[src/verilog/cart_pkg.sv]
// Cartridge shared definitions
`default_nettype none

package cart_pkg;

	// ==========================================================
	// Bus and memory types
	// ==========================================================

	// 68000 data bus word, also one ROM store word
	typedef logic [15:0] word_t;

	// One save RAM byte
	typedef logic [7:0] byte_t;

	// 68000 word address, A23..A1
	typedef logic [23:1] cart_addr_t;

	// SSF2 bank register
	typedef logic [5:0] bank_t;

	// ==========================================================
	// Memory map
	// ==========================================================

	// A23..A21 of the 0x200000 save RAM region
	localparam logic [2:0] SRAM_REGION = 3'd1;

	// Upper pages of the region never fall back to save RAM by size
	localparam logic [1:0] TOP_PAGES = 2'b11;

	localparam int NUM_BANKS = 8;

	// Header offsets, counted in download words
	localparam logic [24:0] HDR_SERIAL_ADDR = 25'h184;
	localparam logic [24:0] HDR_DECIDE_ADDR = 25'h190;

endpackage

`default_nettype wire

[src/verilog/header_detect.sv]
// ROM header quirk detection
`timescale 1ns/100ps
`default_nettype none

module header_detect import cart_pkg::*; (
	input  wire        clk,
	input  wire        cart_dl,
	input  wire [24:0] cart_dl_addr,
	input  wire word_t cart_dl_data,
	input  wire        cart_dl_wr,
	output logic       noram,
	output logic       sram00,
	output logic       fm_busy
);

	// Serial numbers of the special carts
	localparam logic [63:0] SER_PUGGSY   = "T-113016";
	localparam logic [63:0] SER_SONIC_RM = " GM 0000";
	localparam logic [63:0] SER_HELL_US  = "T-35036 ";
	localparam logic [63:0] SER_HELL_JP  = "T-25073 ";
	localparam logic [63:0] SER_HELL_EU  = "MK-1137-";
	localparam logic [63:0] SER_TWINHAWK = "G-4034  ";

	logic [63:0] serial;
	logic        dl_d;
	logic        dl_strobe;
	logic        decide;
	logic [24:0] ser_off;
	word_t       swapped;

	// First character sits in the low byte of a download word
	assign swapped   = {cart_dl_data[7:0], cart_dl_data[15:8]};
	assign ser_off   = cart_dl_addr - HDR_SERIAL_ADDR;
	assign dl_strobe = cart_dl && cart_dl_wr;
	assign decide    = dl_strobe && (cart_dl_addr == HDR_DECIDE_ADDR);

	always_ff @(posedge clk) begin
		if (dl_strobe && ser_off < 25'd4)
			serial[16*(3 - ser_off[1:0]) +: 16] <= swapped;
	end

	always_ff @(posedge clk) begin
		dl_d <= cart_dl;
		if (cart_dl && !dl_d) begin
			noram   <= 1'b0;
			sram00  <= 1'b0;
			fm_busy <= 1'b0;
		end else if (decide) begin
			noram   <= serial == SER_PUGGSY;
			sram00  <= serial == SER_SONIC_RM;
			fm_busy <= serial == SER_HELL_US || serial == SER_HELL_JP ||
				serial == SER_HELL_EU || serial == SER_TWINHAWK;
		end
	end

endmodule

`default_nettype wire

[config.mk]
export PLATFORM = sky130hd
export DESIGN_NAME = header_detect
export DESIGN_NICKNAME = d
export VERILOG_FILES = /design/src/verilog/cart_pkg.sv /design/src/verilog/header_detect.sv
export SDC_FILE = /design/constraint.sdc
export NUM_CORES = 1
export LEC_CHECK = 0
export ABC_AREA = 1
export BUFFER_PORTS_ARGS = -buffer_cell sky130_fd_sc_hd__buf_2
export CAP_MARGIN = 40
export CORE_ASPECT_RATIO = 0.9
export CORE_UTILIZATION = 55
export DETAILED_ROUTE_END_ITERATION = 10
export PLACE_DENSITY = 0.76
export SLEW_MARGIN = 30
export SYNTH_ARGS = -nofsm -noshare
export SYNTH_HDL_FRONTEND = slang
export SYNTH_SLANG_ARGS = --single-unit
[constraint.sdc]
create_clock -name clk -period 2.7 [get_ports clk]
set_input_delay 0.27 -clock clk [delete_from_list [all_inputs] [get_ports clk]]
set_output_delay 0.27 -clock clk [all_outputs]
set_load 0.005 [all_outputs]
==> summary.txt <==
Worst setup path
  – Worst setup SP type: primary input
  – WP data required: 2.74 ns
  – Reg2reg start: serial[7]$_DFFE_PP_
  – Worst setup path class: primary input to flop
  – Flop-to-flop setup slack: 1.03 ns
  – CP Max Fanout: 16
  – Worst setup EP type: flop
  – R2R Path End: fm_busy$_SDFFE_PP0P_
  – Worst EP arrival: 1.94 ns
  – R2r worst-path depth: 7

Pwr
  – Pwr Total: 2370 uW
  – Internal: about 1800 uW
  – Peak supply drop: 0.357 mV
  – PD cells: 520 mW/mm2
  – Comb pwr share: 0.089
  – Sw power: 548 uW
  – Switching fraction of total power: 0.231
  – Leakage power figure: 0.00179 uW
  – Power share of the clock group: 0.428
  – Seq pwr share: 0.483

Final layout
  – Layout cells sized above 1: 0.186
  – Most common cell after layout, fill and taps aside: nand2_1
  – # diodes: 0
  – Syn-to-layout area delta: 15.0%
  – Design Area, Final: approximately 0.0046 mm2
  – Fillcell total: 581
  – Fin util: 0.653
  – Most frequent cells in the layout: 89 x nand2_1, 74 x inv_1, 72 x nor3_1
  – Final nets: 588

Detailed routing
  – DRT iter0 DRCs: 314
  – Via/cell ratio: 5.50
  – Total Wirelength: 10200 um
  – Routed Antenna Nets: 0
  – DR WL/cell: 16.1 um
  – Drt drc: 0
  – Initial DRT Pass Iterations: 5
  – DR vias: ~3500

STA
  – Fin crit share: 0.704
  – Max Slew Vio Count: 0
  – Setup TNS: 0 ns
  – Worst rel slew slack: 0.475
  – Final setup violation count: 0
  – Clock skew: about 0.0051 ns
  – Number of hold violations in the final report: 0
  – Worst-margin pin slew: 0.785 ns
  – Fmax: 526 MHz
  – Final Critical Period: ~1.9 ns
  – RSZ-0062 raised after global routing: no

Yosys
  – Synth unique cells: 33
  – Post-synth EDFFs: 64
  – Synth async-reset ratio: 0
  – Top cells by area, synth: edfxtp_1 48%, nor3_1 9.1%, nand2_1 8.4%, inv_1 7.0%, nor2_1 5.7%
  – Mapped Cells: 485
  – Dominant synthesized flop cell: edfxtp_1
  – Synth Register Bits: 68
  – Mapped Nets: 535
  – Syn_area_per_cell: 8.19 um2
  – Most area-hungry cell type in the Yosys netlist: edfxtp_1
  – Register area share after synthesis: 0.504
  – Synthesis warning total: 0
  – Share of the synthesized area in the top cell type: 0.484
  – Post-Syn Area: 0.00397 mm2

Worst hold path
  – Min-Delay Endpoint: dl_d$_DFF_P_
  – Hold path depth: 1
  – Hold Crit Start: cart_dl
  – Tightest Hold Check Type: primary input to flop

Die
  – I/O pins: 47
  – Die height: 82.6 um
  – Die Wd: between 90 and 100 um
  – Starting density of the core: 0.567
  – Row count: 29
  – DIE AREA: 0.00757 mm2
  – Core area: 0.00700 mm2

Clocking
  – PostCTS Resize Cnt: 0
  – CTS H-Tree Depth: 3
  – CTS buffer count: 9
  – Post-CTS Setup Bufs: 0
  – CTS Hold Bufs: 0
  – Max Buffers Root-to-Sink: 2
  – Clock-pin slew on the worst setup and hold paths: approximately 0.07 ns
  – TritonCTS clock tree: built
  – CTS root buffer: clkbuf_8
  – Sink Count: 68
  – Clock latency on the worst-skew pair: 0.35 ns

Global routing
  – Overall routing resource usage: 0.288
  – Layer with the highest usage: met2
  – Initial antenna violation count: 0
  – First-pass GRT wire length: 15900 um
  – Number of global-route vias before repair: between 3000 and 4000
  – Met1 Resource Use GR: 0.376
  – Grt ovf: 0
  – GRT met2 Usage: 0.489
  – M3 GR Usage: 0.0678
  – Largest net degree at the start of global routing: just over 40

Job
  – Max-cap viol count: 0

Run status
  – Outcome: complete, no violations

Placement
  – HPWL Detailed: ~8000 um
  – Cell Area, Placed: approximately 0.0043 mm2
  – Routability congestion estimate: 0.902
  – Port Buffer Count: 46
kinds of logic after synthesis:
group | after synthesis | share of synthesized area
simple gates | 311 | 0.377
fa+ha+maj | 6 | 0.0189
compound gates | 9 | 0.0113
flops | 68 | 0.504
xor+xnor | 1 | 0.00220
buf+inv | 90 | 0.0872
layout make-up:
| type | instances | area, um2 | share of cell area |
|---|---|---|---|
| multi-input cells | 327 | 1630 | 0.356 |
| repair buffers | 53 | 283 | 0.0619 |
| clock buffers | 10 | 128 | 0.0279 |
| well taps | 93 | 116 | 0.0255 |
| inverters | 79 | 305 | 0.0668 |
| clock inverters | 6 | 111 | 0.0244 |
| flip-flops and latches | 68 | 2000 | 0.438 |
power groups by stage:
stage / Combinational (uW) / Sequential [uW] / Clock [uW]
2_1_floorplan: 123 / 1170 / 0
3_3_place_gp: 201 / 1170 / 0
3_5_place_dp: 206 / 1170 / 0
4_1_cts: 208 / 1150 / 1020
5_1_grt: 234 / 1150 / 1070
6_report: 211 / 1150 / 1020
synth_stat cells (4+ instances only):
master / number
nand2_1: 89
inv_1: 74
nor3_1: 72
edfxtp_1: 64
nor2_1: 60
nand3_1: 30
nand4_1: 14
nor2_2: 12
clkbuf_1: 10
nor4_1: 10
ha_1: 6
a21oi_1: 4
dfxtp_1: 4
nand3_2: 4
o21ai_0: 4
worst max-delay path, stage by stage:
cell and delay, ns:
buf_2 0.11, inv_1 0.08, ha_1 0.21, inv_2 0.05
nor2_2 0.09, nand2_2 0.08, nand2_4 0.10, nand2_4 0.07
inv_4 0.06, nand3_1 0.07, nand2_1 0.08, nand2_1 0.04
nor2_1 0.12, nand3_2 0.15, nor2_1 0.12, buf_4 0.25
worst max-delay path by stage:
stage | from | end | cells past startpoint
detailed placement | cart_dl_addr[2] | serial[10]$_DFFE_PP_ | 16
global route | cart_dl_addr[0] | serial[11]$_DFFE_PP_ | 6
CTS | cart_dl_addr[2] | serial[4]$_DFFE_PP_ | 16
global placement | cart_dl_addr[2] | serial[21]$_DFFE_PP_ | 16
floorplan | cart_dl_addr[2] | serial[0]$_DFFE_PP_ | 14
finish | cart_dl_addr[2] | serial[3]$_DFFE_PP_ | 16
state kept, by name, summed over array words and instances (netlist names):
name	count
dl_d	1
fm_busy	1
noram	1
serial	64
sram00	1
through the flow:
stage               hold WS (ns)  std cells  setup slack, ns
floorplan                  0.298        485            0.297
finish                    0.0591        636            0.799
global placement           0.406        620            0.508
CTS                       0.0527        636            0.820
detailed placement         0.412        620            0.467
global route              0.0500        636            0.624
metal layers:
metal / up-vias / share of wire
met5: - / 0
met4: 0 / 0.0073
met3: 9 / 0.076
met2: 155 / 0.48
met1: 1613 / 0.44
li1: 1722 / -
(Power assumes the default switching activity.)
