### config.mk
export PLATFORM = sky130hd
export DESIGN_NAME = rom_arbiter
export DESIGN_NICKNAME = d
export VERILOG_FILES = /design/src/verilog/cart_pkg.sv /design/src/verilog/rom_arbiter.sv
export SDC_FILE = /design/constraint.sdc
export NUM_CORES = 1
export LEC_CHECK = 0
export BUFFER_PORTS_ARGS = -buffer_cell sky130_fd_sc_hd__clkbuf_2
export CAP_MARGIN = 0
export CORE_MARGIN = 8
export CORE_UTILIZATION = 32
export DETAILED_ROUTE_END_ITERATION = 7
export GPL_TIMING_DRIVEN = 1
export HOLD_SLACK_MARGIN = 0.05
export PLACE_DENSITY = 0.88
export RECOVER_POWER = 50
export REMOVE_ABC_BUFFERS = 1
export SETUP_SLACK_MARGIN = 0.1
export SYNTH_ARGS = -nofsm -noshare
export SYNTH_HDL_FRONTEND = slang
export SYNTH_SLANG_ARGS = --single-unit
### constraint.sdc
create_clock -name clk -period 1.4 [get_ports clk]
set_input_delay 0 -clock clk [delete_from_list [all_inputs] [get_ports clk]]
set_output_delay 0 -clock clk [all_outputs]
set_load 0.05 [all_outputs]
### src/verilog/cart_pkg.sv
// Cartridge shared definitions
`default_nettype none

package cart_pkg;

	// ==========================================================
	// Bus and memory types
	// ==========================================================

	// 68000 data bus word, also one ROM store word
	typedef logic [15:0] word_t;

	// One save RAM byte
	typedef logic [7:0] byte_t;

	// 68000 word address, A23..A1
	typedef logic [23:1] cart_addr_t;

	// SSF2 bank register
	typedef logic [5:0] bank_t;

	// ==========================================================
	// Memory map
	// ==========================================================

	// A23..A21 of the 0x200000 save RAM region
	localparam logic [2:0] SRAM_REGION = 3'd1;

	// Upper pages of the region never fall back to save RAM by size
	localparam logic [1:0] TOP_PAGES = 2'b11;

	localparam int NUM_BANKS = 8;

	// Header offsets, counted in download words
	localparam logic [24:0] HDR_SERIAL_ADDR = 25'h184;
	localparam logic [24:0] HDR_DECIDE_ADDR = 25'h190;

endpackage

`default_nettype wire

### src/verilog/rom_arbiter.sv
// ROM store arbiter
`timescale 1ns/100ps
`default_nettype none

module rom_arbiter import cart_pkg::*; #(
	parameter int ROM_AW = 22
) (
	input  wire               clk,
	input  wire               reset,
	input  wire [ROM_AW-1:0]  ld_addr,
	input  wire word_t        ld_data,
	input  wire               ld_req,
	output logic              ld_ack,
	input  wire [ROM_AW-1:0]  rd_addr,
	input  wire               rd_req,
	output logic              rd_ack,
	output word_t             rd_data,
	output logic [ROM_AW-1:0] mem_addr,
	output word_t             mem_wdata,
	output logic              mem_we,
	input  wire word_t        mem_rdata
);

	logic ld_pend;
	logic rd_pend;
	logic grant_ld;
	logic grant_rd;
	logic busy;
	logic sel_rd;

	assign ld_pend = ld_req != ld_ack;
	assign rd_pend = rd_req != rd_ack;

	// Loader wins, one access in flight
	assign grant_ld = !busy && ld_pend;
	assign grant_rd = !busy && !ld_pend && rd_pend;

	assign mem_addr  = grant_ld ? ld_addr : rd_addr;
	assign mem_wdata = ld_data;
	assign mem_we    = grant_ld;

	always_ff @(posedge clk) begin
		if (reset) begin
			busy   <= 1'b0;
			sel_rd <= 1'b0;
			ld_ack <= 1'b0;
			rd_ack <= 1'b0;
		end else if (busy) begin
			busy <= 1'b0;
			if (sel_rd)
				rd_ack <= ~rd_ack;
			else
				ld_ack <= ~ld_ack;
		end else if (grant_ld || grant_rd) begin
			busy   <= 1'b1;
			sel_rd <= grant_rd;
		end
	end

	// Store output is one cycle behind the granted address
	always_ff @(posedge clk) begin
		if (busy && sel_rd)
			rd_data <= mem_rdata;
	end

	// A client holds its request until the acknowledge catches up
	a_req_held: assert property (@(posedge clk) disable iff (reset)
		!(($past(ld_pend) && ld_req != $past(ld_req)) ||
		($past(rd_pend) && rd_req != $past(rd_req))))
		else $error("request toggled while still outstanding");

endmodule

`default_nettype wire

==> impl_metrics.py, run 1 <==
metrics = {
    "status": {
        "status": "complete, but fails checks",
        "violations": "setup timing",
    },
    "layout": {
        "fillerInstances": 206,
        "post_route_cells_drive_above_1_share_pct": 68.4,
        "final_cell_count_no_fill": 256,
        "area_growth_syn_to_layout_pct": 116,
        "design.final.nets": 290,
        "fin_util_pct": 71.6,
    },
    "power": {
        "cellPowerDensity_nw_per_um2": 1240,
        "worst_ir_drop_vdd_uv": 793,
        "power.leakage_uw": 0.00115,
    },
    "worst_hold_path": {
        "min-delay-path-class": "in2reg",
    },
    "critical_path": {
        "critical_path_class": "reg2out",
        "cpMaxStageDelayCell": "sky130_fd_sc_hd__dfxtp_2",
        "slowest_delay_ns": 0.36,
        "required_ns": 1.40,
        "cp_cell_sequence": "xnor2_2 -> nor2_4 -> buf_6 -> clkbuf_16 -> mux2_4 -> buf_12",
        "worstSetupStartpointType": "register",
        "worst-endpoint-arrival_ns": 1.73,
        "worst-path-max-fanout": 5,
        "cp-end-kind": "output pin",
    },
    "sta": {
        "setup_repair_after_global_routing_missed_its_margin": "true",
        "clock.fmax_ghz": 0.580,
        "timing.final.hold_violations": 0,
        "worstMarginPinSlew_ns": 0.607,
        "final.setup.worst_slack_ns": -0.325,
        "final_max_slew_viol_count": 0,
        "fin_crit_ns": 1.73,
        "relative_slew_slack_pct": 59.7,
        "setup_viol_count_final": 23,
        "timing.final.crit_share_pct": 123,
        "final.setup_skew_ns": 0.0130,
        "post_route_worst_hold_slack_ns": 0.0528,
    },
    "synth": {
        "synth.avg_cell_area_um2": 15.4,
        "synthCells": 72,
        "synth-seq-cells": 20,
        "synthesis.yosys.warnings": 0,
        "mappedNetlistArea_um2": 1110,
        "seq_area_frac_synth_pct": 50.6,
        "ys_types": 14,
    },
    "floorplanning": {
        "core_um2": 3340,
        "die-height_um": 74.8,
        "design.die.area_um2": 5600,
        "dieWidth_um": 74.8,
        "core.rowCount": 21,
        "starting_density_pct": 33.2,
        "top_level_ports": 137,
    },
    "clock_tree": {
        "tritoncts": "yes",
        "clock_insertion_delay_worst_skew_ns": 0.30,
        "clock_sinks": 20,
        "cts.clk_slew.worst_paths_ns": 0.12,
        "clock_root_cell": "sky130_fd_sc_hd__clkbuf_4",
        "cts_inserted_buffers": 3,
        "cts_max_level": 1,
        "cts-root-to-sink-buffers": 2,
    },
    "place": {
        "total_instance_count_after_detailed_placement": 208,
        "dp_slack_ns": -0.0386,
        "port_buffers": 104,
        "globalplace.congestion": 0.744,
    },
    "route": {
        "drc": 0,
        "viasPerCell": 4.54,
        "final_antenna_net_count": 0,
        "drt-pass1-iter-count": 4,
        "wire_per_inst_um": 23.9,
        "first_iter_violations": 66,
        "num_vias": 1162,
        "routed_wirelength_um": 6110,
    },
    "grt": {
        "grt_first_pass_wirelength_um": 7890,
        "first_global_vias": 1388,
        "grt_overflow_total": 0,
        "largest_net_degree_at_the_start_of_global_routing": 15,
        "grt_antenna_before_repair": 1,
        "groute.usage.overall_pct": 19.4,
    },
    "job": {
        "drv.max_cap_violation_count": 0,
    },
}
==> Yosys cell counts (all sizes together) <==
| master | instances | share of area, % |
|---|---|---|
| buf | 18 | 13 |
| and2 | 1 | 0.57 |
| mux2 | 22 | 28 |
| o21bai | 1 | 0.68 |
| edfxtp | 16 | 43 |
| nor2 | 3 | 1.7 |
| a211oi | 1 | 0.68 |
| nor3b | 1 | 0.68 |
| dfxtp | 4 | 7.2 |
| xnor2 | 4 | 3.2 |
| nor2b | 1 | 0.57 |
==> what timing repair did <==
item,in CTS,in global routing
endpoints found under the setup margin,23,24
hold endpoints to repair,36,0
gates resized for setup,55,22
setup buffers,4,2
hold buffers,34,0
gates cloned,2,1
pin swaps,2,1
==> flip-flops by register name, indices dropped and copies added (netlist names) <==
register,count
busy,1
ld_ack,1
rd_data,16
rd_ack,1
sel_rd,1
==> path summary, 6_finish.rpt <==
| check | cells past startpoint | from | end | slack (ns) |
|---|---|---|---|---|
| worst min-delay path | 3 | ld_req | busy$_SDFF_PP0_ | 0.05 |
| worst min register to register | 1 | busy$_SDFF_PP0_ | busy$_SDFF_PP0_ | 0.58 |
| worst max register to register | 6 | ld_ack$_SDFFE_PP0P_ | sel_rd$_SDFFE_PP0P_ | 0.07 |
| worst max-delay path | 6 | ld_ack$_SDFFE_PP0P_ | mem_addr[8] | -0.33 |
==> layer usage <==
| layer | routed length (µm) | global-route usage (%) | up-vias |
|---|---|---|---|
| li1 | - | - | 518 |
| met1 | 2040 | 17.5 | 549 |
| met2 | 3020 | 33.9 | 85 |
| met3 | 894 | 14.4 | 10 |
| met4 | 152 | 3.91 | 0 |
| met5 | 0 | 0 | - |
==> logic make-up (layout without fill, tap and decap cells) <==
logic type / count (synthesis) / after routing / share of synthesized area [%]
and+or+nand+nor: 6 / 6 / 3.50
AOI/OAI and AO/OA: 2 / 2 / 1.36
buffers and inverters: 18 / 155 / 12.9
other: 0 / 1 / 0
muxes: 22 / 22 / 28.5
xor gates and xnor gates: 4 / 4 / 3.16
DFF: 20 / 20 / 50.6
==> metrics by stage <==
| stage | instance area, µm² | power [µW] | setup TNS (ns) |
|---|---|---|---|
| 4_1_cts | 2310 | 2770 | -6.56 |
| 6_report | 2390 | 2970 | -6.51 |
| 5_1_grt | 2390 | 3060 | -7.37 |
| 3_3_place_gp | 1600 | 1900 | 0 |
| 3_5_place_dp | 1600 | 1920 | -0.396 |
| 2_1_floorplan | 965 | 1600 | -16.09 |
==> cell usage in the layout, fill, tap and decap left out <==
cell type	instances
sky130_fd_sc_hd__a211oi_1	1
sky130_fd_sc_hd__and2_1	1
sky130_fd_sc_hd__buf_12	3
sky130_fd_sc_hd__buf_16	2
sky130_fd_sc_hd__buf_4	7
sky130_fd_sc_hd__buf_6	2
sky130_fd_sc_hd__buf_8	17
sky130_fd_sc_hd__clkbuf_1	2
sky130_fd_sc_hd__clkbuf_16	5
sky130_fd_sc_hd__clkbuf_2	79
sky130_fd_sc_hd__clkbuf_4	3
sky130_fd_sc_hd__clkinv_1	1
sky130_fd_sc_hd__dfxtp_1	3
sky130_fd_sc_hd__dfxtp_2	1
sky130_fd_sc_hd__diode_2	1
sky130_fd_sc_hd__dlygate4sd3_1	34
sky130_fd_sc_hd__edfxtp_1	16
sky130_fd_sc_hd__mux2_4	22
sky130_fd_sc_hd__nor2_1	2
sky130_fd_sc_hd__nor2_4	1
sky130_fd_sc_hd__nor2b_1	1
sky130_fd_sc_hd__nor3b_1	1
sky130_fd_sc_hd__o21bai_1	1
sky130_fd_sc_hd__xnor2_1	3
sky130_fd_sc_hd__xnor2_2	1
==> critical path: cells and delay by family, from the launching register on <==
family	cells	cell delay (ns)
flops	1	0.36
mux	1	0.33
buf+inv	3	0.45
simple gates	1	0.14
xor+xnor	1	0.15
==> power breakdown <==
| part | switching, µW | internal, µW | total, µW |
|---|---|---|---|
| sequential | 25.1 | 680 | 705 |
| clock | 172 | 104 | 276 |
| combinational | 1040 | 951 | 1990 |
==> area by class of cell <==
type	instances	area, µm²	area share, %
repair buffers	151	1310	55.0
flip-flops and latches	20	562	23.5
multi-input cells	34	427	17.9
well taps	46	57.6	2.41
clock buffers	3	22.5	0.943
clock inverters	1	3.75	0.157
diodes	1	2.50	0.105
(Power assumes the default switching activity.)
==> inputs of run 2 (changes only) <==
Settings changed: REMOVE_ABC_BUFFERS 1 to not set.
==> run 2 against run 1 <==
Global-route usage decreased by 3.8 points. Final area fell by 3.8%. Flip-flop and latch count did not move. Count of clock-buffer cells in the layout grew 1. Largest power group unchanged. Combinational power is 11% lower. Largest cell class unchanged. Utilization shrank 2.7 points. The run still ends with setup timing left.
==> impl_metrics.py, run 2 (synthesis gave the netlist of run 1 again) <==
metrics = {
    "grt": {
        "grt.met3_usage_pct": 7.06,
        "global_route.peak_usage_layer": "met2",
        "grt_overflow_total": 0,
        "largest_net_degree_at_the_start_of_global_routing": 18,
        "global_route.usage.met1_pct": 13.5,
        "first_global_vias": 1260,
        "grt_first_pass_wirelength_um": 6510,
        "grt_antenna_before_repair": 0,
        "groute.usage.overall_pct": 15.6,
        "groute.layer.met2.usage_pct": 30.0,
    },
    "layout": {
        "seq_area_um2": 564,
        "final_cell_mix": "sky130_fd_sc_hd__clkbuf_2 (78), sky130_fd_sc_hd__dlygate4sd3_1 (34), sky130_fd_sc_hd__mux2_4 (18), sky130_fd_sc_hd__clkbuf_8 (18), sky130_fd_sc_hd__edfxtp_1 (16)",
        "fin_util_pct": 68.9,
        "post_route_cells_drive_above_1_share_pct": 67.6,
        "area_growth_syn_to_layout_pct": 108,
        "fillerInstances": 256,
        "layout_commonest_cell": "sky130_fd_sc_hd__clkbuf_2",
        "largest_register": "rd_data",
        "largest_reg_flops": 16,
        "design.final.nets": 288,
        "multi_input_area_um2": 423,
        "final_cell_count_no_fill": 253,
        "insertedDiodeCount": 0,
    },
    "power": {
        "cellPowerDensity_nw_per_um2": 1200,
        "power.leakage_uw": 0.00110,
        "finalPower_uw": 2760,
        "worst_ir_drop_vdd_uv": 716,
    },
    "route": {
        "first_iter_violations": 44,
        "viasPerCell": 4.40,
        "num_vias": 1114,
        "drt-pass1-iter-count": 4,
        "wire_per_inst_um": 18.8,
        "drc": 0,
        "routed_wirelength_um": 4760,
        "final_antenna_net_count": 0,
    },
    "critical_path": {
        "worst-endpoint-arrival_ns": 1.72,
        "slowest_delay_ns": 0.37,
        "required_ns": 1.40,
        "worst-path-max-fanout": 6,
        "worstSetupStartpoint": "ld_ack$_SDFFE_PP0P_",
        "critical_path_class": "reg2out",
        "cp-end-kind": "output pin",
        "r2r_path_start": "busy$_SDFF_PP0_",
        "worstSetupStartpointType": "register",
        "cpMaxStageDelayCell": "sky130_fd_sc_hd__dfxtp_4",
        "cp_cell_sequence": "xnor2_4 -> nor2_4 -> buf_4 -> buf_16 -> mux2_2 -> clkbuf_16",
        "reg2reg_setup_slack_ns": 0.31,
    },
    "worst_hold_path": {
        "holdCritStartpoint": "ld_req",
        "min-delay-path-class": "in2reg",
    },
    "clock_tree": {
        "cts.clk_slew.worst_paths_ns": 0.10,
        "clock_root_cell": "sky130_fd_sc_hd__clkbuf_4",
        "tritoncts": "yes",
        "cts_max_level": 1,
        "clock_insertion_delay_worst_skew_ns": 0.29,
        "cts-root-to-sink-buffers": 2,
        "clock_sinks": 20,
        "cts_inserted_buffers": 3,
    },
    "place": {
        "port_buffers": 104,
        "total_instance_count_after_detailed_placement": 207,
        "hpwlAfterDp_um": 3100,
        "globalplace.congestion": 0.695,
    },
    "sta": {
        "setup_viol_count_final": 23,
        "timing.final.crit_share_pct": 123,
        "final_max_slew_viol_count": 0,
        "fin_crit_ns": 1.72,
        "timing.final.hold_violations": 0,
        "fin_setup_tns_ns": -6.04,
        "setup_repair_after_global_routing_missed_its_margin": "true",
        "clock.fmax_ghz": 0.583,
        "final.setup.worst_slack_ns": -0.316,
        "relative_slew_slack_pct": 58.8,
        "final.setup_skew_ns": 0.00291,
        "worstMarginPinSlew_ns": 0.620,
    },
    "floorplanning": {
        "dieWidth_um": 74.8,
        "design.die.area_um2": 5600,
        "core_um2": 3340,
        "die-height_um": 74.8,
        "core.rowCount": 21,
        "top_level_ports": 137,
        "starting_density_pct": 33.2,
    },
    "job": {
        "drv.max_cap_violation_count": 0,
    },
    "synth": {
        "synth_fp_nets": 152,
    },
    "status": {
        "status": "complete, but fails checks",
        "violations": "setup timing",
    },
}
[run 2: cell types whose count changed in the layout (fill, tap and decap cells not counted), sizes merged]
cell	change
clkbuf	+15
clkinv	-1
diode	-1
buf	-16
[run 2: area by class of cell]
class	count	area share [%]
Timing Repair Buffer	149	53.4
Multi-Input combinational cell	34	18.4
Tap cell	46	2.50
Clock buffer	4	1.14
Sequential cell	20	24.6
[run 2: repair_timing]
item / in CTS / in global routing
setup endpoints to repair: 23 / 23
pin swaps: 1 / 0
hold endpoints to repair: 36 / 0
buffers inserted: 5 / 1
cloned: 2 / 0
hold buffers: 34 / 0
resized for setup: 47 / 3
[run 2: power by group]
group | switching (µW) | internal, µW | total (µW)
registers | 24.5 | 681 | 706
clock network | 159 | 111 | 270
logic | 949 | 832 | 1780
[run 2: path summary, 6_finish.rpt]
| kind | end | cells past startpoint |
|---|---|---|
| max reg2reg | rd_data[3]$_DFFE_PP_ | 2 |
| min reg2reg | busy$_SDFF_PP0_ | 1 |
| max | mem_addr[21] | 6 |
| min | busy$_SDFF_PP0_ | 5 |
[run 2: per-stage QoR]
step                worst slack (ns)  hold slack (ns)  cell area, µm²
global route                  -0.386            0.264            2300
finish                        -0.316            0.257            2300
global placement             0.00129         0.000341            1630
CTS                           -0.294            0.155            2290
floorplan                     0.0540           0.0627            1140
detailed placement           -0.0290         0.000341            1630
[run 2: layer usage]
metal | share of wire, % | routed length (µm) | vias up
met5 | 0 | 0 | -
met4 | 3.2 | 153 | 0
met3 | 13 | 619 | 10
met2 | 55 | 2600 | 89
met1 | 29 | 1390 | 500
li1 | - | - | 515
[run 2: worst max-delay path: cells and delay by family (launching register included)]
| family | cells | cell delay [ns] |
|---|---|---|
| XOR/XNOR | 1 | 0.13 |
| buffers and inverters | 3 | 0.44 |
| flip-flops | 1 | 0.37 |
| multiplexers | 1 | 0.36 |
| AND/OR/NAND/NOR | 1 | 0.12 |
