## config.mk

```make
export PLATFORM = sky130hd
export DESIGN_NAME = md_mapper
export DESIGN_NICKNAME = d
export VERILOG_FILES = /design/src/verilog/cart_pkg.sv /design/src/verilog/md_mapper.sv
export SDC_FILE = /design/constraint.sdc
export NUM_CORES = 1
export LEC_CHECK = 0
export CORE_MARGIN = 10
export CORE_UTILIZATION = 45
export CTS_BUF_LIST = sky130_fd_sc_hd__clkbuf_16
export DETAILED_ROUTE_END_ITERATION = 12
export DONT_BUFFER_PORTS = 1
export PLACE_DENSITY = 0.62
export SLEW_MARGIN = 10
export SYNTH_ARGS = -nofsm -noshare
export SYNTH_HDL_FRONTEND = slang
export SYNTH_SLANG_ARGS = --single-unit
```

## constraint.sdc

```tcl
create_clock -name clk -period 4.9 [get_ports clk]
set_input_delay 0.245 -clock clk [delete_from_list [all_inputs] [get_ports clk]]
set_output_delay 0.245 -clock clk [all_outputs]
set_load 0.03 [all_outputs]
```

## src/verilog/cart_pkg.sv

```systemverilog
// Cartridge shared definitions
`default_nettype none

package cart_pkg;

	// ==========================================================
	// Bus and memory types
	// ==========================================================

	// 68000 data bus word, also one ROM store word
	typedef logic [15:0] word_t;

	// One save RAM byte
	typedef logic [7:0] byte_t;

	// 68000 word address, A23..A1
	typedef logic [23:1] cart_addr_t;

	// SSF2 bank register
	typedef logic [5:0] bank_t;

	// ==========================================================
	// Memory map
	// ==========================================================

	// A23..A21 of the 0x200000 save RAM region
	localparam logic [2:0] SRAM_REGION = 3'd1;

	// Upper pages of the region never fall back to save RAM by size
	localparam logic [1:0] TOP_PAGES = 2'b11;

	localparam int NUM_BANKS = 8;

	// Header offsets, counted in download words
	localparam logic [24:0] HDR_SERIAL_ADDR = 25'h184;
	localparam logic [24:0] HDR_DECIDE_ADDR = 25'h190;

endpackage

`default_nettype wire

```

## src/verilog/md_mapper.sv

```systemverilog
// Mega Drive bank mapper and bus interface
`timescale 1ns/100ps
`default_nettype none

module md_mapper import cart_pkg::*; #(
	parameter int ROM_AW    = 22,
	parameter int WINDOW_AW = 21,
	parameter int SRAM_AW   = 16
) (
	input  wire                clk,
	input  wire                reset,
	input  wire cart_addr_t    cart_addr,
	input  wire word_t         cart_data_wr,
	input  wire                cart_cs,
	input  wire                cart_oe,
	input  wire                cart_lwr,
	input  wire                cart_time,
	output word_t              cart_data,
	output logic               cart_data_en,
	output logic               cart_dtack,
	input  wire [ROM_AW-1:0]   rom_mask,
	input  wire [ROM_AW:0]     rom_size,
	input  wire                noram,
	output logic [ROM_AW-1:0]  rd_addr,
	output logic               rd_req,
	input  wire                rd_ack,
	input  wire word_t         rd_data,
	output logic [SRAM_AW-1:0] sram_addr,
	output byte_t              sram_wdata,
	output logic               sram_we,
	input  wire byte_t         sram_q
);

	localparam int PAGE_AW = WINDOW_AW - 3;

	bank_t              bank [NUM_BANKS];
	logic               bank_sram;
	logic               bank_use;
	logic               rom_big;
	logic [2:0]         bank_sel;
	logic [PAGE_AW+5:0] banked;
	cart_addr_t         trans_addr;
	logic               sram_cs;
	logic               rom_cs;
	logic               oe_d;
	logic               rd_pend;
	logic               rd_start;
	logic               rd_done;
	logic [1:0]         ram_rd;

	// ==========================================================
	// Bank registers in the time window
	// ==========================================================

	assign rom_big = |(rom_mask >> WINDOW_AW);

	always_ff @(posedge clk) begin
		if (reset) begin
			for (int i = 0; i < NUM_BANKS; i++) begin
				bank[i] <= bank_t'(i);
			end
			bank_sram <= 1'b0;
			bank_use  <= 1'b0;
		end else if (cart_lwr && cart_time) begin
			if (!rom_big) begin
				// Small ROM has no banks, any write enables the save RAM
				bank_sram <= 1'b1;
			end else if (cart_addr[3:1] == 3'd0) begin
				bank_sram <= cart_data_wr[0];
			end else begin
				bank[cart_addr[3:1]] <= cart_data_wr[5:0];
				bank_use             <= 1'b1;
			end
		end
	end

	// Bank replaces the top three window bits
	assign bank_sel   = cart_addr[WINDOW_AW -: 3];
	assign banked     = {bank[bank_sel], cart_addr[PAGE_AW:1]};
	assign trans_addr = bank_use ? cart_addr_t'(banked) : cart_addr;

	// ==========================================================
	// Chip selects
	// ==========================================================

	assign sram_cs = (cart_addr[23:21] == SRAM_REGION) && !noram &&
		(bank_sram || (cart_addr >= cart_addr_t'(rom_size) &&
		cart_addr[WINDOW_AW-1 -: 2] != TOP_PAGES));
	assign rom_cs       = cart_cs && !sram_cs;
	assign cart_data_en = cart_oe && (cart_cs || sram_cs);

	// Odd bytes of the region only
	assign sram_addr  = cart_addr[SRAM_AW:1];
	assign sram_wdata = cart_data_wr[7:0];
	assign sram_we    = sram_cs && cart_lwr;

	// ==========================================================
	// Read cycle
	// ==========================================================

	assign rd_start = cart_oe && !oe_d && rom_cs && !rd_pend;
	assign rd_done  = rd_pend && (rd_req == rd_ack);

	always_ff @(posedge clk) begin
		if (reset) begin
			oe_d       <= 1'b0;
			rd_req     <= 1'b0;
			rd_pend    <= 1'b0;
			ram_rd     <= '0;
			cart_dtack <= 1'b0;
		end else begin
			oe_d   <= cart_oe;
			ram_rd <= {ram_rd[0], cart_oe && !oe_d && sram_cs};
			if (!cart_oe)
				cart_dtack <= 1'b0;
			if (rd_start) begin
				rd_req  <= ~rd_req;
				rd_pend <= 1'b1;
			end else if (rd_done) begin
				rd_pend    <= 1'b0;
				cart_dtack <= cart_oe;
			end
			if (ram_rd[1])
				cart_dtack <= cart_oe;
		end
	end

	always_ff @(posedge clk) begin
		if (rd_start)
			rd_addr <= trans_addr[ROM_AW:1] & rom_mask;
		if (rd_done)
			cart_data <= rd_data;
		else if (ram_rd[1])
			cart_data <= {sram_q, sram_q};
	end

	a_ack_pending: assert property (@(posedge clk) disable iff (reset)
		(rd_ack != $past(rd_ack)) |-> $past(rd_pend))
		else $error("ROM acknowledge without a pending read");

endmodule

`default_nettype wire

```

==> results of run 1 <==
## through the flow
step / worst slack, ns / hold WS (ns)
after CTS: 2.522 / 0.01661
after global placement: 2.353 / 0.3230
after global routing: 2.331 / 0.01459
after detailed placement: 2.284 / 0.3245
final: 2.565 / 0.02878
after floorplan: 2.634 / 0.3166
## routing by layer
layer	GRT usage	vias to the layer above	part of all wire
met5	0	-	0
met4	0.04337	0	0.011
met3	0.04755	13	0.096
met2	0.2368	111	0.49
met1	0.1630	1148	0.40
li1	-	1117	-
## flip-flops by register name, indices dropped and copies added, names as in the netlist
name,count
bank,32
rd_addr,22
cart_data,16
ram_rd,2
bank_sram,1
bank_use,1
cart_dtack,1
oe_d,1
rd_pend,1
rd_req,1
## placed cells by master, fill, tap and decap left out, types with 7 or more instances in the layout
cell type	Yosys	final
clkbuf_16	0	9
dfxtp_1	8	8
nor2_1	10	10
inv_1	26	27
a21oi_1	10	10
o21ai_0	9	9
edfxtp_1	70	70
mux2_2	16	16
or2_2	7	7
mux4_2	8	8
ha_1	23	23
and2_1	28	28
nor3_1	10	10
nand2_1	15	15
or3_1	9	9
## cell type report
class,count,share of cell area
repair buffers,1,0.002275
flip-flops and latches,78,0.5142
clock buffers,9,0.05119
multi-input cells,193,0.3535
clock inverters,7,0.02588
well taps,108,0.03072
inverters,26,0.02218
## logic make-up (layout without fill, tap and decap cells)
kind of cell	after synthesis	count (layout)
XOR/XNOR	1	1
multiplexers	26	26
flip-flops	78	78
other	1	4
buffers and inverters	58	43
AO/OA/AOI/OAI	37	37
AND/OR/NAND/NOR	102	102
adder cells (fa/ha/maj)	23	23
## repair_timing
item,in CTS,in global routing
endpoints found under the setup margin,0,0
hold endpoints to repair,3,0
buffers inserted,0,0
hold buffers,1,0
## power by group through the flow
stage	Sequential, mW	Clock, mW	Combinational [mW]
detailed placement	0.842	0	0.130
finish	0.826	0.747	0.129
CTS	0.828	0.760	0.132
floorplan	0.832	0	0.148
global route	0.830	0.792	0.147
global placement	0.841	0	0.125
## worst paths after layout
kind,start,to,slack [ns],depth (start not counted)
setup / recovery,rd_req,cart_data[8],2.56,3
hold / removal,rom_mask[21],bank_sram,0.03,1
hold reg to reg,ram_rd[0],ram_rd[1],0.44,1
setup reg to reg,rd_req,cart_data[8],2.56,3
==> results.md, run 1 <==
* Status: finished clean
* Clock sink total at 78
* Sequential Power Share at 0.485
* Critical-path maximum fanout at 17
* Adder-Cell Fraction of Synth Area at 0.06987
* DRT Wirelength at 9397 um
* CTS H-tree lvls at 3
* Via count at roughly 2400
* WS Path Type: flip-flop to flip-flop
* Finished Core Util at 0.4996
* Detailed Place HPWL at 7459 um
* Synth async-reset ratio at 0
* Peak supply drop at around 0.19 mV
* Clock slew at reported path FFs at 0.06 ns
* Synth top cells by count: 70 x edfxtp_1, 28 x and2_1, 26 x inv_1
* Drt drc at 0
* Total CTS buffers at 9
* Clk Latency, worst-skew pair at around 0.32 ns
* First-pass GRT wire length at 14230 um
* Final period util at 0.4766
* CTS Buffer Depth at 2
* Top Family by Delay on Critical Path: simple AND/OR/NAND/NOR gates
* Main synth FF type: edfxtp_1
* Share of layout cells above drive strength 1 at 0.1815
* Design Area, Final at 4399 um2
* Area of the multi-input gates at ~1600 um2
* Initial antenna violation count at 0
* CTS tree: done
* Final ANT Viol Nets at 0
* Placed Cells at between 400 and 500
* Post-CTS Resized at 0
* Critical-path top delay cell: nand2b_1
* Flops & latches, synth at slightly below 80
* Pwr Total at 1.702 mW
* Clock Skews at 0.006357 ns
* N_diodes at 0
* Net Switching at about 0.37 mW
* PwrDens at around 390 nW/um2
* Final RePlAce weighted congestion at 0.7457
* Port bufs at 0
* Wire per inst at 22.27 um
* Slew Limit Fails at 0
* Clock Root Buffer: clkbuf_16
* Worst slew pin tran at 0.7283 ns
* Largest stage delay, worst path at 0.73 ns
* Die Ht at 115.7 um
* Clk network pwr share at 0.439
* Internal at 1.329 mW
* Placed Area at 4050 um2
* Largest family of logic cells by synthesized area: simple AND/OR/NAND/NOR gates
* Std-Cell Rows at 34
* Syn Area/Cell at roughly 13 um2
* Iteration count of the initial detailed-routing pass at 4
* I/O pin cnt at around 180
* CP endpoint kind: flip-flop
* Synth Area in Compound Gates at 0.06379
* Number of synthesized flops with an enable pin at 70
* RSZ-0062 raised after global routing: no
* Non-Filler Instances at 422
* Worst min-delay path class: input port to flip-flop
* Post-synthesis cell count at 326
* Grt total ovfl at 0
* XOR/XNOR Fraction of Synth Area at 0.002126
* Fmax at 428.2 MHz
* Die width at 115.7 um
* GRT Overall Usage at 0.1393
* Post-synthesis mux area share at 0.09356
* Register area share after synthesis at 0.5492
* Simple-gate share of the synthesized area at 0.1446
* CP cell instances: xnor2_1 > nand2_1 > nand2b_1
* Core Area at 8806 um2
* Yosys warnings at 0
* Largest area contributor in the netlist: edfxtp_1
* Filler cell count at 785
* Switching part of the total at 0.2193
* Mapped Area at 4119 um2
* DRT iter0 DRCs at 79
* Final Hold Viols at 0
* Combinational fraction of design power at 0.076
* Crit path time final at 2.335 ns
* Via density at 5.661
* Layout Nets at 448
* P_leak at roughly 1.7 nW
* Slew margin rel. at 0.5145
* Worst endpoint required time at around 4.9 ns
* Storage element area at 2262 um2
* Worst EP arrival at 2.29 ns
* Die ar. at 13380 um2
* Synth top area share at 0.5103
* Area grow syn2layout at 6.804%
* Largest net degree at the start of global routing at 25
* Distinct cells, synth at 48
* MaxCap Viol Count at 0
* Worst path bufs/invs at 0
* Count leader, synth: edfxtp_1
* Initial Utilization at 0.4677
* Synth area leaders: edfxtp_1 51%, ha_1 7.0%, buf_4 4.4%, mux2_2 4.4%, mux4_2 4.4%
* Critical path launch point type: flip-flop
* Setup TNS at 0 ns
* Vias in the first global route at 2500
* Final setup violation count at 0
(Power assumes the default switching activity.)
==> inputs of run 2 (changes only) <==
clock period = 2.3 ns   (was 4.9 ns; I/O delays follow)
==> results.md, run 2 (synthesized netlist as in run 1, its figures left out) <==
* Status: finished clean
* RSZ-0062 raised after global routing: no
* Top flop regs: bank: 32 flops, rd_addr: 22 flops, cart_data: 16 flops
* Hold Path Cell Cnt at 1 (unchanged)
* Core Area at 8806 um2 (unchanged)
* Peak supply drop at 0.3371 mV (+80%)
* Worst slew pin tran at 0.5595 ns (-0.1688 ns)
* Crit path from: rd_req
* CTS tree: done
* Wire per inst at 21.06 um (-5.4%)
* Max reg flops at 32 (unchanged)
* Worst r2r dst: cart_data[7]
* Die Ht at 115.7 um (unchanged)
* Most common cell after layout, fill and taps aside: edfxtp_1
* First-pass GRT wire length at 16040 um (+13%)
* Grt total ovfl at 0 (unchanged)
* Vias in the first global route at 2816 (+13%)
* Crit path time final at 2.108 ns (-0.2277 ns)
* CTS H-tree lvls at 3 (unchanged)
* N_diodes at 0 (unchanged)
* Via count at 2716 (+14%)
* Clk Latency, worst-skew pair at 0.33 ns (about the same)
* Slew margin rel. at 0.6259 (+0.1114)
* Clock slew at reported path FFs at 0.06 ns (about the same)
* Die width at 115.7 um (unchanged)
* Detailed Place HPWL at 7422 um (-0.49%)
* Slew Limit Fails at 0 (unchanged)
* Clock sink total at 78 (unchanged)
* Final period util at 0.9164 (+0.4398)
* Final setup violation count at 0 (unchanged)
* Share of layout cells above drive strength 1 at 0.1558 (-0.02568)
* Initial antenna violation count at 0 (unchanged)
* GRT Overall Usage at 0.1565 (+0.01719)
* Initial Utilization at 0.4677 (unchanged)
* CP endpoint kind: flip-flop
* Via density at 5.509 (-2.7%)
* I/O pin cnt at 182 (unchanged)
* Worst R2R Path Depth at 5 (+2)
* P_leak at 1.962 nW (+19%)
* Drt drc at 0 (unchanged)
* Final RePlAce weighted congestion at 0.7850 (+5.3%)
* Final Hold Viols at 0 (unchanged)
* Top reg by flops: bank
* Clock Root Buffer: clkbuf_16
* DRT iter0 DRCs at 137 (+73%)
* Critical path launch point type: flip-flop
* Die ar. at 13380 um2 (unchanged)
* MaxCap Viol Count at 0 (unchanged)
* Final ANT Viol Nets at 0 (unchanged)
* Worst EP arrival at 2.18 ns (-0.11 ns)
* Worst min-delay path class: input port to flip-flop
* Critical-path maximum fanout at 17 (unchanged)
* Port bufs at 0 (unchanged)
* Std-Cell Rows at 34 (unchanged)
* WS Path Type: flip-flop to flip-flop
* Clock Skews at 0.004766 ns (-0.001591 ns)
* Layout Nets at 519 (+16%)
* Setup TNS at 0 ns (unchanged)
* Worst hold start: cart_addr[8]
* CTS Buffer Depth at 2 (unchanged)
* Area grow syn2layout at 23.03%
* DRT Wirelength at 10380 um (+10%)
* Worst R2R Start: rd_req
* Largest net degree at the start of global routing at 18 (-28%)
* PwrDens at 697.3 nW/um2 (+80%)
* Worst endpoint required time at 2.37 ns (-2.48 ns)
* Pwr Total at 3.533 mW (+110%)
* Reg2Reg Setup Slack at 0.19 ns (-2.37 ns)
* Most frequent cells in the layout: 70 x edfxtp_1, 67 x dlygate4sd3_1, 28 x and2_1
* Total CTS buffers at 9 (unchanged)
* Iteration count of the initial detailed-routing pass at 5 (+1)
* Hold Path Sink: rd_addr[8]
* Fmax at 474.5 MHz (+11%)
[run 2: cell types whose count changed in the layout (fill, tap and decap cells not counted), sizes merged]
cell,delta
dlygate4sd3,+66
buf,+5
clkinvlp,-2
clkbuf,+2
bufinv,-3
clkinv,+3
[run 2: worst max-delay path, cell delays in order (launching register included)]
cell and delay [ns]:
dfxtp_2 0.46, xnor2_1 0.14, nand2_1 0.08, buf_4 0.24, mux2_2 0.37, dlygate4sd3_1 0.56
[run 2: layout make-up]
class	instances	area [um2]
Clock buffer	11	275.3
Clock inverter	5	20.02
Fill cell	723	3739
Inverter	26	97.59
Multi-Input combinational cell	193	1555
Sequential cell	78	2263
Tap cell	108	135.1
Timing Repair Buffer	72	720.7
[run 2: timing repair]
item / CTS / global route
endpoints found under the setup margin: 0 / 11
hold endpoints to repair: 58 / 1
setup buffers: 0 / 0
hold buffers: 66 / 1
gates resized for setup: 0 / 1
[run 2: report_power, final]
part / internal [mW] / leakage (nW) / total, mW / switching [mW]
Clock: 0.845 / 0.149 / 1.37 / 0.527
Sequential: 1.64 / 0.735 / 1.76 / 0.118
Combinational: 0.229 / 1.08 / 0.401 / 0.171
[run 2: worst max path at each step]
stage	endpoint	slack, ns	cells past startpoint
after CTS	cart_data[9]	0.04	5
after global routing	cart_data[14]	0.08	5
after detailed placement	rd_addr[7]	0.15	8
after global placement	rd_addr[7]	0.19	8
after floorplan	rd_req	0.16	8
final	cart_data[7]	0.19	5
[run 2: routing by layer]
metal | vias to the layer above | track usage | routed length (um)
met3 | 14 | 0.04703 | 952
met1 | 1303 | 0.1817 | 4007
met4 | 0 | 0.05421 | 124
met5 | - | 0 | 0
li1 | 1265 | - | -
met2 | 134 | 0.2700 | 5298
[run 2: through the flow]
step,cell area (um2),std cells,worst slack [ns],hold slack [ns],util
global route,5067,493,0.08143,0.003839,0.5754
global placement,4100,410,0.1866,0.1934,0.4656
CTS,5056,492,0.04040,0.0003934,0.5742
floorplan,4130,329,0.1641,0.1866,-
detailed placement,4100,410,0.1483,0.1959,0.4656
finish,5067,493,0.1923,0.007722,0.5754
==> inputs of run 3 (changes only) <==
CORE_UTILIZATION = 55   (was 45)
PLACE_DENSITY = 0.72   (was 0.62)
==> results.md, run 3 (synthesized netlist as in run 1, its figures left out) <==
* Clk Latency, worst-skew pair at 0.33 ns (about the same)
* Net Switching at 0.8257 mW (+1.2%)
* Largest net degree at the start of global routing at 17 (-1)
* MaxCap Viol Count at 0 (unchanged)
* Drt drc at 0 (unchanged)
* Peak supply drop at 0.3306 mV (-1.9%)
* Initial antenna violation count at 0 (unchanged)
* P_leak at 1.971 nW (+0.48%)
* Final ANT Viol Nets at 0 (unchanged)
* Grt total ovfl at 0 (unchanged)
* Critical-path top delay cell: dfxtp_1
* I/O pin cnt at 182 (unchanged)
* N_diodes at 0 (unchanged)
* Clock Root Buffer: clkbuf_16
* Critical-path maximum fanout at 6 (-11)
* Combinational fraction of design power at 0.109 (-0.004)
* Sequential Power Share at 0.485 (-0.013)
* Share of layout cells above drive strength 1 at 0.1632 (+0.007368)
* Internal at 2.807 mW (+3.3%)
* CP cell instances: xnor2_1 > nand2_1 > mux2_2 > dlygate4sd3_1
* Final Hold Viols at 0 (unchanged)
* Fmax at 462.2 MHz (-2.6%)
* Worst EP arrival at 2.24 ns (+0.06 ns)
* Worst min-delay path class: input port to flip-flop
* Iteration count of the initial detailed-routing pass at 4 (-1)
* Layout Nets at 520 (+0.19%)
* CTS H-tree lvls at 3 (unchanged)
* Detailed Place HPWL at 7164 um (-3.5%)
* PwrDens at 715.0 nW/um2 (+2.5%)
* DRT iter0 DRCs at 98 (-28%)
* Final critical-path setup slack at 0.1363 ns (-0.05599 ns)
* Final setup violation count at 0 (unchanged)
* GRT Overall Usage at 0.1860 (+0.02951)
* Clock Skews at 0.005127 ns (+0.0003610 ns)
* Initial Utilization at 0.5679 (+0.1001)
* RSZ-0062 raised after global routing: no
* Die ar. at 11350 um2 (-15%)
* Worst endpoint required time at 2.38 ns (about the same)
* # Post-CTS Setup Buffers at 0 (unchanged)
* WS Path Type: flip-flop to flip-flop
* Crit path from: rd_req
* Worst hold start: cart_addr[21]
* Most common cell after layout, fill and taps aside: edfxtp_1
* Wire per inst at 21.46 um (+1.9%)
* Port bufs at 0 (unchanged)
* Vias in the first global route at 2955 (+4.9%)
* Most frequent cells in the layout: 70 x edfxtp_1, 67 x dlygate4sd3_1, 28 x and2_1
* Critical path launch point type: flip-flop
* Via count at 2732 (+0.59%)
* Die Ht at 106.5 um (-7.9%)
* Total CTS buffers at 9 (unchanged)
* Slew Limit Fails at 0 (unchanged)
* Core Area at 7253 um2 (-18%)
* CTS Hold Bufs at 67 (+1.5%)
* Clock slew at reported path FFs at 0.06 ns (about the same)
* Std-Cell Rows at 31 (-8.8%)
* Final RePlAce weighted congestion at 0.8049 (+2.5%)
* Area grow syn2layout at 23.36%
* Switching part of the total at 0.2273 (-0.003636)
* Top reg by flops: bank
* CTS Buffer Depth at 2 (unchanged)
* Worst slack, placed at 0.1655 ns (+0.01725 ns)
* Die width at 106.5 um (-7.9%)
* Final period util at 0.9407 (+0.02434)
* Clk network pwr share at 0.407 (+0.019)
* CTS tree: done
* Via density at 5.633 (+2.2%)
* Clock sink total at 78 (unchanged)
* Top flop regs: bank: 32 flops, rd_addr: 22 flops, cart_data: 16 flops
* DRT Wirelength at 10410 um (+0.24%)
* Largest stage delay, worst path at 0.59 ns (+0.03 ns)
* Max reg flops at 32 (unchanged)
* Setup TNS at 0 ns (unchanged)
* Status: finished clean
* Post-CTS Resized at 0 (unchanged)
* Worst R2R Start: rd_req
* CP endpoint kind: flip-flop
* Crit path time final at 2.164 ns (+0.05599 ns)
* First-pass GRT wire length at 16540 um (+3.1%)
[run 3: path summary, 6_finish.rpt]
kind             endpoint  depth (start not counted)  slack, ns
min           rd_addr[21]                          1       0.01
max reg2reg  cart_data[4]                          4       0.14
max          cart_data[4]                          4       0.14
min reg2reg     ram_rd[1]                          1       0.44
[run 3: metrics by stage]
| stage | hold WS, ns | power [mW] | utilization | cell area, um2 | instances |
|---|---|---|---|---|---|
| 2_1_floorplan | 0.1866 | 2.089 | - | 4130 | 329 |
| 3_3_place_gp | 0.1915 | 2.067 | 0.5648 | 4096 | 402 |
| 4_1_cts | 0.001784 | 3.648 | 0.7005 | 5081 | 485 |
| 6_report | 0.01331 | 3.633 | 0.7005 | 5081 | 485 |
| 5_1_grt | 0.005098 | 3.759 | 0.7005 | 5081 | 485 |
| 3_5_place_dp | 0.1903 | 2.079 | 0.5648 | 4096 | 402 |
[run 3: area by class of cell]
cell class	count	area (um2)
flip-flops and latches	78	2262
fillers	495	2172
multi-input cells	193	1555
repair buffers	73	728.2
clock buffers	9	225.2
well taps	99	123.9
inverters	26	97.59
clock inverters	7	88.84
[run 3: power groups by stage]
stage / combinational [mW] / clock, mW / sequential, mW
after floorplan: 0.316 / 0 / 1.77
after global placement: 0.278 / 0 / 1.79
after detailed placement: 0.289 / 0 / 1.79
after CTS: 0.389 / 1.50 / 1.76
after global routing: 0.436 / 1.55 / 1.77
final: 0.395 / 1.48 / 1.76
[run 3: worst max-delay path, delay by kind of cell, from the launching register on]
kind,cells,cell delay [ns]
flip-flops,1,0.59
buffers and inverters,1,0.57
XOR/XNOR,1,0.16
AND/OR/NAND/NOR,1,0.24
multiplexers,1,0.36
[run 3: metal layers]
layer,vias to the layer above,GRT usage,part of all wire
met5,-,0,0
met4,0,0.06093,0.017
met3,17,0.06944,0.079
met2,120,0.3101,0.50
met1,1320,0.2171,0.41
li1,1275,-,-
